===== src/design/axiPkg.sv =====
package axiPkg;

   // One AXI word on the bridge side
   typedef logic [63:0]  axiAddrT;
   typedef logic [127:0] axiDataT;
   typedef logic [1:0]   axiRespT;

   // Response codes
   localparam axiRespT RespOkay = 2'b00;

   // Bytes in one data beat, used to step block addresses
   localparam int BeatBytes = $bits(axiDataT) / 8;

endpackage


===== src/design/fetchPkg.sv =====
package fetchPkg;

   import axiPkg::*;

   typedef logic [3:0] segmentT;

   // Segment field inside the pointer word
   localparam int      SegmentLsb  = 12;
   localparam segmentT SegmentLast = 4'd7;
   localparam segmentT SegmentInit = 4'd1;

   // Producer pointer locations
   localparam axiAddrT PtrReadAddr  = 64'h10;
   localparam axiAddrT PtrWriteAddr = 64'h0;

   localparam int BlockWords = 16;
   typedef logic [$clog2(BlockWords)-1:0] ramIdxT;

   // One poll every 2**PollCntWidth cycles
   localparam int PollCntWidth = 6;

   typedef enum logic [2:0] {
      Idle,
      LoadPtr,
      FetchWord,
      UpdatePtr,
      BlockHeld
   } fetchStateT;

endpackage


===== src/design/axiReadMaster.sv =====
`timescale 1ns/1ps

module axiReadMaster
   import axiPkg::*;
(
   input  logic    clk,
   input  logic    rst_n,
   input  logic    rdRqValid,
   input  axiAddrT rdRqAddr,
   output logic    rdRqDone,
   output axiDataT rdRqData,
   output logic    rdRqErr,
   output axiAddrT arAddr,
   output logic    arValid,
   input  logic    arReady,
   input  axiDataT rData,
   input  axiRespT rResp,
   input  logic    rValid,
   output logic    rReady
);

   typedef enum logic [1:0] {
      RdIdle,
      RdAddr,
      RdData
   } rdStateT;

   rdStateT state;

   always_ff @(posedge clk or negedge rst_n) begin
      if (!rst_n) begin
         state    <= RdIdle;
         arValid  <= 1'b0;
         rReady   <= 1'b0;
         rdRqDone <= 1'b0;
         rdRqErr  <= 1'b0;
      end else begin
         rdRqDone <= 1'b0;
         case (state)
            RdIdle: begin
               if (rdRqValid) begin
                  arValid <= 1'b1;
                  state   <= RdAddr;
               end
            end
            RdAddr: begin
               if (arValid && arReady) begin
                  arValid <= 1'b0;
                  rReady  <= 1'b1;
                  state   <= RdData;
               end
            end
            RdData: begin
               if (rValid && rReady) begin
                  rReady   <= 1'b0;
                  rdRqDone <= 1'b1;
                  rdRqErr  <= (rResp != RespOkay);
                  state    <= RdIdle;
               end
            end
            default: state <= RdIdle;
         endcase
      end
   end

   // Request address and returned beat
   always_ff @(posedge clk) begin
      if (state == RdIdle && rdRqValid) begin
         arAddr <= rdRqAddr;
      end
      if (state == RdData && rValid && rReady) begin
         rdRqData <= rData;
      end
   end

   // AR payload holds until the slave takes it
   arAddrStable: assert property (
      @(posedge clk) disable iff (!rst_n)
      arValid && !arReady |=> arValid && $stable(arAddr)
   );

endmodule


===== src/design/axiWriteMaster.sv =====
`timescale 1ns/1ps

module axiWriteMaster
   import axiPkg::*;
(
   input  logic    clk,
   input  logic    rst_n,
   input  logic    wrRqValid,
   input  axiAddrT wrRqAddr,
   input  axiDataT wrRqData,
   output logic    wrRqDone,
   output logic    wrRqErr,
   output axiAddrT awAddr,
   output logic    awValid,
   input  logic    awReady,
   output axiDataT wData,
   output logic    wValid,
   input  logic    wReady,
   input  axiRespT bResp,
   input  logic    bValid,
   output logic    bReady
);

   // AW and W complete independently, B only after both
   typedef enum logic [2:0] {
      WrIdle,
      WrBoth,
      WrAddrOnly,
      WrDataOnly,
      WrResp
   } wrStateT;

   wrStateT state;

   always_ff @(posedge clk or negedge rst_n) begin
      if (!rst_n) begin
         state    <= WrIdle;
         awValid  <= 1'b0;
         wValid   <= 1'b0;
         bReady   <= 1'b0;
         wrRqDone <= 1'b0;
         wrRqErr  <= 1'b0;
      end else begin
         wrRqDone <= 1'b0;
         case (state)
            WrIdle: begin
               if (wrRqValid) begin
                  awValid <= 1'b1;
                  wValid  <= 1'b1;
                  state   <= WrBoth;
               end
            end
            WrBoth: begin
               case ({awReady, wReady})
                  2'b11: begin
                     awValid <= 1'b0;
                     wValid  <= 1'b0;
                     bReady  <= 1'b1;
                     state   <= WrResp;
                  end
                  2'b10: begin
                     awValid <= 1'b0;
                     state   <= WrDataOnly;
                  end
                  2'b01: begin
                     wValid <= 1'b0;
                     state  <= WrAddrOnly;
                  end
                  default: state <= WrBoth;
               endcase
            end
            WrAddrOnly: begin
               if (awReady) begin
                  awValid <= 1'b0;
                  bReady  <= 1'b1;
                  state   <= WrResp;
               end
            end
            WrDataOnly: begin
               if (wReady) begin
                  wValid <= 1'b0;
                  bReady <= 1'b1;
                  state  <= WrResp;
               end
            end
            WrResp: begin
               if (bValid && bReady) begin
                  bReady   <= 1'b0;
                  wrRqDone <= 1'b1;
                  wrRqErr  <= (bResp != RespOkay);
                  state    <= WrIdle;
               end
            end
            default: state <= WrIdle;
         endcase
      end
   end

   always_ff @(posedge clk) begin
      if (state == WrIdle && wrRqValid) begin
         awAddr <= wrRqAddr;
         wData  <= wrRqData;
      end
   end

   // The engine waits for done before the next request
   noRqWhileBusy: assert property (
      @(posedge clk) disable iff (!rst_n)
      wrRqValid |-> state == WrIdle
   );

endmodule


===== src/design/inboundFetch.sv =====
`timescale 1ns/1ps

module inboundFetch
   import axiPkg::*;
   import fetchPkg::*;
(
   input  logic    clk,
   input  logic    rst_n,
   output logic    rdRqValid,
   output axiAddrT rdRqAddr,
   input  logic    rdRqDone,
   input  axiDataT rdRqData,
   input  logic    rdRqErr,
   output logic    wrRqValid,
   output axiAddrT wrRqAddr,
   output axiDataT wrRqData,
   input  logic    wrRqDone,
   input  logic    wrRqErr,
   output logic    ramWrEn,
   output ramIdxT  ramWrIdx,
   output axiDataT ramWrData,
   output logic    blockValid,
   input  logic    blockRelease
);

   fetchStateT              state;
   fetchStateT              stateNext;
   logic [PollCntWidth-1:0] pollCnt;
   segmentT                 nextSeg;
   segmentT                 segInc;
   segmentT                 ptrSeg;
   ramIdxT                  wordIdx;
   axiAddrT                 blockBase;
   axiAddrT                 rdAddrNext;
   axiDataT                 wbWord;
   logic                    issueRd;
   logic                    issueWr;
   logic                    storeWord;
   logic                    wbDone;

   assign ptrSeg    = rdRqData[SegmentLsb +: $bits(segmentT)];
   assign blockBase = axiAddrT'(ptrSeg) << SegmentLsb;
   assign segInc    = (nextSeg == SegmentLast) ? '0 : nextSeg + segmentT'(1);
   assign wbDone    = (state == UpdatePtr) && wrRqDone && !wrRqErr;

   // Pointer word written back with only the segment field set
   always_comb begin
      wbWord = '0;
      wbWord[SegmentLsb +: $bits(segmentT)] = segInc;
   end

   always_comb begin
      stateNext  = state;
      issueRd    = 1'b0;
      issueWr    = 1'b0;
      storeWord  = 1'b0;
      rdAddrNext = rdRqAddr;
      case (state)
         Idle: begin
            if (pollCnt == '1) begin
               issueRd    = 1'b1;
               rdAddrNext = PtrReadAddr;
               stateNext  = LoadPtr;
            end
         end
         LoadPtr: begin
            if (rdRqDone) begin
               if (rdRqErr) begin
                  issueRd    = 1'b1;
                  rdAddrNext = PtrReadAddr;
               end else if (ptrSeg == nextSeg) begin
                  stateNext = Idle;
               end else begin
                  issueRd    = 1'b1;
                  rdAddrNext = blockBase;
                  stateNext  = FetchWord;
               end
            end
         end
         FetchWord: begin
            if (rdRqDone) begin
               if (rdRqErr) begin
                  // Same address again
                  issueRd = 1'b1;
               end else begin
                  storeWord = 1'b1;
                  if (wordIdx == ramIdxT'(BlockWords - 1)) begin
                     issueWr   = 1'b1;
                     stateNext = UpdatePtr;
                  end else begin
                     issueRd    = 1'b1;
                     rdAddrNext = rdRqAddr + axiAddrT'(BeatBytes);
                  end
               end
            end
         end
         UpdatePtr: begin
            if (wrRqDone) begin
               if (wrRqErr) begin
                  issueWr = 1'b1;
               end else begin
                  stateNext = BlockHeld;
               end
            end
         end
         BlockHeld: begin
            if (blockRelease) begin
               stateNext = Idle;
            end
         end
         default: stateNext = Idle;
      endcase
   end

   always_ff @(posedge clk or negedge rst_n) begin
      if (!rst_n) begin
         state     <= Idle;
         pollCnt   <= '0;
         nextSeg   <= SegmentInit;
         wordIdx   <= '0;
         rdRqValid <= 1'b0;
         wrRqValid <= 1'b0;
         ramWrEn   <= 1'b0;
      end else begin
         state     <= stateNext;
         pollCnt   <= pollCnt + 1'b1;
         rdRqValid <= issueRd;
         wrRqValid <= issueWr;
         ramWrEn   <= storeWord;
         if (state == LoadPtr) begin
            wordIdx <= '0;
         end else if (storeWord) begin
            wordIdx <= wordIdx + 1'b1;
         end
         if (wbDone) begin
            nextSeg <= segInc;
         end
      end
   end

   always_ff @(posedge clk) begin
      if (issueRd) begin
         rdRqAddr <= rdAddrNext;
      end
      if (storeWord) begin
         ramWrIdx  <= wordIdx;
         ramWrData <= rdRqData;
      end
      if (issueWr) begin
         wrRqData <= wbWord;
      end
   end

   assign wrRqAddr   = PtrWriteAddr;
   assign blockValid = (state == BlockHeld);

   ramIdxInRange: assert property (
      @(posedge clk) disable iff (!rst_n)
      ramWrEn |-> int'(ramWrIdx) < BlockWords
   );

endmodule


===== src/design/inboundRam.sv =====
`timescale 1ns/1ps

module inboundRam
   import axiPkg::*;
   import fetchPkg::*;
(
   input  logic    clk,
   input  logic    ramWrEn,
   input  ramIdxT  ramWrIdx,
   input  axiDataT ramWrData,
   input  logic    blockRdEn,
   input  ramIdxT  blockRdIdx,
   output axiDataT blockRdData
);

   axiDataT mem [BlockWords];

   // Engine side
   always_ff @(posedge clk) begin
      if (ramWrEn) begin
         mem[ramWrIdx] <= ramWrData;
      end
   end

   // Consumer side, one cycle read latency
   always_ff @(posedge clk) begin
      if (blockRdEn) begin
         blockRdData <= mem[blockRdIdx];
      end
   end

endmodule


===== src/design/pcieSubTop.sv =====
`timescale 1ns/1ps

module pcieSubTop
   import axiPkg::*;
   import fetchPkg::*;
(
   input  logic    clk,
   input  logic    rst_n,
   output axiAddrT arAddr,
   output logic    arValid,
   input  logic    arReady,
   input  axiDataT rData,
   input  axiRespT rResp,
   input  logic    rValid,
   output logic    rReady,
   output axiAddrT awAddr,
   output logic    awValid,
   input  logic    awReady,
   output axiDataT wData,
   output logic    wValid,
   input  logic    wReady,
   input  axiRespT bResp,
   input  logic    bValid,
   output logic    bReady,
   output logic    blockValid,
   input  logic    blockRelease,
   input  logic    blockRdEn,
   input  ramIdxT  blockRdIdx,
   output axiDataT blockRdData
);

   logic    rdRqValid;
   axiAddrT rdRqAddr;
   logic    rdRqDone;
   axiDataT rdRqData;
   logic    rdRqErr;
   logic    wrRqValid;
   axiAddrT wrRqAddr;
   axiDataT wrRqData;
   logic    wrRqDone;
   logic    wrRqErr;
   logic    ramWrEn;
   ramIdxT  ramWrIdx;
   axiDataT ramWrData;

   axiReadMaster readMaster_i (
      .clk       (clk),
      .rst_n     (rst_n),
      .rdRqValid (rdRqValid),
      .rdRqAddr  (rdRqAddr),
      .rdRqDone  (rdRqDone),
      .rdRqData  (rdRqData),
      .rdRqErr   (rdRqErr),
      .arAddr    (arAddr),
      .arValid   (arValid),
      .arReady   (arReady),
      .rData     (rData),
      .rResp     (rResp),
      .rValid    (rValid),
      .rReady    (rReady)
   );

   axiWriteMaster writeMaster_i (
      .clk       (clk),
      .rst_n     (rst_n),
      .wrRqValid (wrRqValid),
      .wrRqAddr  (wrRqAddr),
      .wrRqData  (wrRqData),
      .wrRqDone  (wrRqDone),
      .wrRqErr   (wrRqErr),
      .awAddr    (awAddr),
      .awValid   (awValid),
      .awReady   (awReady),
      .wData     (wData),
      .wValid    (wValid),
      .wReady    (wReady),
      .bResp     (bResp),
      .bValid    (bValid),
      .bReady    (bReady)
   );

   inboundFetch fetch_i (
      .clk          (clk),
      .rst_n        (rst_n),
      .rdRqValid    (rdRqValid),
      .rdRqAddr     (rdRqAddr),
      .rdRqDone     (rdRqDone),
      .rdRqData     (rdRqData),
      .rdRqErr      (rdRqErr),
      .wrRqValid    (wrRqValid),
      .wrRqAddr     (wrRqAddr),
      .wrRqData     (wrRqData),
      .wrRqDone     (wrRqDone),
      .wrRqErr      (wrRqErr),
      .ramWrEn      (ramWrEn),
      .ramWrIdx     (ramWrIdx),
      .ramWrData    (ramWrData),
      .blockValid   (blockValid),
      .blockRelease (blockRelease)
   );

   inboundRam ram_i (
      .clk         (clk),
      .ramWrEn     (ramWrEn),
      .ramWrIdx    (ramWrIdx),
      .ramWrData   (ramWrData),
      .blockRdEn   (blockRdEn),
      .blockRdIdx  (blockRdIdx),
      .blockRdData (blockRdData)
   );

endmodule


===== config.mk =====
export PLATFORM = sky130hd
export DESIGN_NAME = pcieSubTop
export DESIGN_NICKNAME = d
export VERILOG_FILES = /design/src/design/axiPkg.sv /design/src/design/fetchPkg.sv /design/src/design/axiReadMaster.sv /design/src/design/axiWriteMaster.sv /design/src/design/inboundFetch.sv /design/src/design/inboundRam.sv /design/src/design/pcieSubTop.sv
export SDC_FILE = /design/constraint.sdc
export NUM_CORES = 2
export LEC_CHECK = 0
export ABC_AREA = 1
export BUFFER_PORTS_ARGS = -buffer_cell sky130_fd_sc_hd__buf_2
export CAP_MARGIN = 15
export CORE_ASPECT_RATIO = 2
export CORE_MARGIN = 4
export CORE_UTILIZATION = 50
export DETAILED_ROUTE_END_ITERATION = 7
export PLACE_DENSITY = 0.74
export SYNTH_ARGS = -nofsm -noshare
export SYNTH_HDL_FRONTEND = slang
export SYNTH_HIERARCHICAL = 1
export SYNTH_SLANG_ARGS = --single-unit
export TNS_END_PERCENT = 1

===== constraint.sdc =====
create_clock -name clk -period 10.6 [get_ports clk]
set_clock_uncertainty 0.05 [all_clocks]
set_input_delay 2.12 -clock clk [delete_from_list [all_inputs] [get_ports clk]]
set_output_delay 2.12 -clock clk [all_outputs]
set_load 0.005 [all_outputs]

==> reports/metrics.yaml <==
placement:
  placed_area_um2: 116300
  gp_congestion: 0.9424
  pre_cts_ws_ps: 5161
  hpwl_mm: 144.4
  place_inst: 12470
  io_buffers: 534
power:
  leakagePower_nw: 48.62
  pwr-share-seq_pct: 55.6
  combinationalPowerShare_pct: 5.7
  swShare_pct: 22.42
  switchingPower_mw: 5.058
  p_int_mw: 17.50
  vdd_drop_max_mv: 0.1804
  powerDensity_nw_per_um2: 181.7
  p_clk_share_pct: 38.7
  total_power_mw: 22.56
synth:
  ys_warn_count: 6
  synthFlopType: "edfxtp_1"
  synth-async-reset-ratio_pct: 1.219
  netlist_area_um2: 111900
  syn_inst: 9320
  ys_ff_latch: 2790
  synth_cell_type_count: 40
  synth_edf_count: 2756
  seq_area_frac_synth_pct: 74.73
  avgSynthCellArea_um2: 12.00
detailed_routing:
  dr_wl_met2_mm: 135.2
  wl_per_cell_um: 21.58
  vias_per_cell: 5.468
  ant_nets: 0
  firstDrtPassIters: 6
  drt_wl_total_mm: 278.5
  wl_met3_mm: 26.71
  drc: 0
  num_vias: 70570
  drt_iter0_drc: 7192
  top_layer: "met5"
  met1_length_mm: 101.5
critical_path:
  critPathMaxFanout: 217
  cp.arrival_ps: 5250
  worst_setup_path_start_kind: "input port"
  cp-end-kind: "flip-flop"
  reg2reg_from: "fetch_i/ramWrIdx[2]"
  setup.worst_path.start: "blockRdIdx[0]"
  rrSetupSlack_ps: 6680
  required_ps: 11170
  r2r_cells: 4
  r2r-end: "ram_i/mem[9][66]"
  path_class: "in -> reg"
  crit_path_end: "ram_i/blockRdData[51]"
floorplan:
  num_io_pins: 535
  die_area_um2: 231800
  initial_core_util_pct: 50.27
  die_height_um: 677.0
  rows: 245
  die_w_um: 342.5
  core_area_um2: 222600
cts:
  cts-root-buf: "clkbuf_16"
  cts_tree: "yes"
  cts_buffers: 230
  cts.clk_slew.worst_paths_ps: 70
  cts_buffer_depth: 4
  post_cts_buffers: 0
  postCtsHoldBufs: 0
  insertion_delay_ps: 880
  post_cts_resized: 0
  clock-sinks: 2790
  h-tree-depth: 4
cells_and_area:
  fin_cells: 12910
  layout-drive-gt1-share_pct: 10.61
  layout_commonest_cell: "nand2_1"
  post-route-util_pct: 55.78
  mostFrequentLayoutCells: "3,080 x nand2_1, 2,756 x edfxtp_1, 1,496 x nand3_1, 940 x inv_1, 529 x buf_2"
  design_area_um2: 124100
  final_net_count: 9898
  synthToLayoutAreaGrowth_pct: 10.96
timing:
  worst_slew_pin_slew_ps: 1684
  hold_viol_final: 0
  final-setup-viol-count: 0
  finalCritPeriodShare_pct: 44.10
  max_slew_margin_pct: -12.25
  fmax_mhz: 213.9
  grt_setup_unrepaired: "no"
  fin_crit_ps: 4675
  setup_ws_ps: 5925
  worst_hold_slack_ps: 354.8
  setup_tns_ps: 0
  drv_slew: 113
global_route:
  grt_antenna_before_repair: 31
  grt_use_total_pct: 23.54
  first_global_vias: 69860
  gr-total-overflow: 0
  grt_pass1_wl_mm: 415.4
  grt_max_degree: 258
run:
  maxCapViolations: 0
worst_hold_path:
  hold_class: "reg -> reg"
status:
  outcome: "complete, but fails checks"
  failed_checks: "slew limit"
-- registers in the layout, summed over array words and instances, names as in the netlist, 2 cells and up --
signal / cells
fetch_i/wrRqData: 4
ram_i/mem: 2048
fetch_i/ramWrIdx: 4
writeMaster_i/wData: 128
fetch_i/rdRqAddr: 60
fetch_i/nextSeg: 4
fetch_i/ramWrData: 128
fetch_i/wordIdx: 4
fetch_i/pollCnt: 6
writeMaster_i/state: 3
readMaster_i/rdRqData: 128
readMaster_i/arAddr: 64
writeMaster_i/awAddr: 64
fetch_i/state: 3
readMaster_i/state: 2
ram_i/blockRdData: 128
-- cell usage after synthesis (5+ instances only) --
cell / instances / area share (%)
buf_4: 263 / 1.8
nand4_1: 14 / 0.078
ha_1: 9 / 0.10
nor2_2: 17 / 0.095
a21oi_1: 20 / 0.089
nor2_1: 192 / 0.64
buf_1: 30 / 0.10
nor3_1: 8 / 0.036
edfxtp_1: 2756 / 74
o21ai_0: 28 / 0.13
o21bai_1: 5 / 0.034
nand3_1: 1496 / 6.7
inv_2: 6 / 0.020
xor2_1: 19 / 0.15
o21ai_1: 11 / 0.049
inv_1: 945 / 3.2
buf_2: 238 / 1.1
nand2_2: 8 / 0.045
or2_2: 21 / 0.12
nand2_1: 3080 / 10
dfrtp_1: 33 / 0.74
clkbuf_1: 88 / 0.30
-- per-layer routing --
metal	track usage [%]	up-vias
met2	39.27	3804
li1	-	31750
met5	0	-
met4	11.99	42
met3	3.980	808
met1	29.69	34170
-- power groups by stage --
stage / logic (mW) / registers, mW / clock network (mW)
floorplan: 0.915 / 12.6 / 0
global placement: 1.22 / 12.8 / 0
detailed placement: 1.27 / 12.8 / 0
CTS: 1.27 / 12.5 / 8.89
global route: 1.43 / 12.5 / 9.34
finish: 1.28 / 12.5 / 8.73
-- how the worst min path moves through the flow --
stage                                     startpoint                      to  slack [ps]  depth (start not counted)
after floorplan             readMaster_i/rdRqData[0]    fetch_i/ramWrData[0]         350                          0
final                      readMaster_i/rdRqData[44]   fetch_i/ramWrData[44]         350                          0
after CTS                  readMaster_i/rdRqData[44]   fetch_i/ramWrData[44]         350                          0
after global routing       readMaster_i/rdRqData[44]   fetch_i/ramWrData[44]         350                          0
after detailed placement  readMaster_i/rdRqData[111]  fetch_i/ramWrData[111]         350                          0
after global placement    readMaster_i/rdRqData[126]  fetch_i/ramWrData[126]         350                          0
-- cells by family (layout without fill, tap and decap cells) --
group           Yosys count  after routing  synth area share, %
fa+ha+maj                 9              9               0.1007
compound gates           70             70               0.3355
flops                  2790           2790                74.73
simple gates           4852           4852                18.18
other cells               1            202             0.003352
xor+xnor                 23             23               0.1801
buf+inv                1575           1996                6.462
-- worst max-delay path: stages --
cell     delay (ps)
buf_8           530
buf_12          680
buf_4           880
nand2_1         170
nand3_1         150
nand3_1          90
nand3_1         110
nand2_1          70
-- cell type report --
type / instances / area (um^2)
antenna: 10 / 25.02
sequential: 2790 / 83610
clock buffer: 260 / 5889
inverter: 952 / 3620
fill: 17570 / 98410
timing repair buffer: 624 / 3601
tap: 2964 / 3709
multi-input combinational: 5146 / 21880
clock inverter: 160 / 1804
No activity file was read; power rests on OpenSTA's default activity.
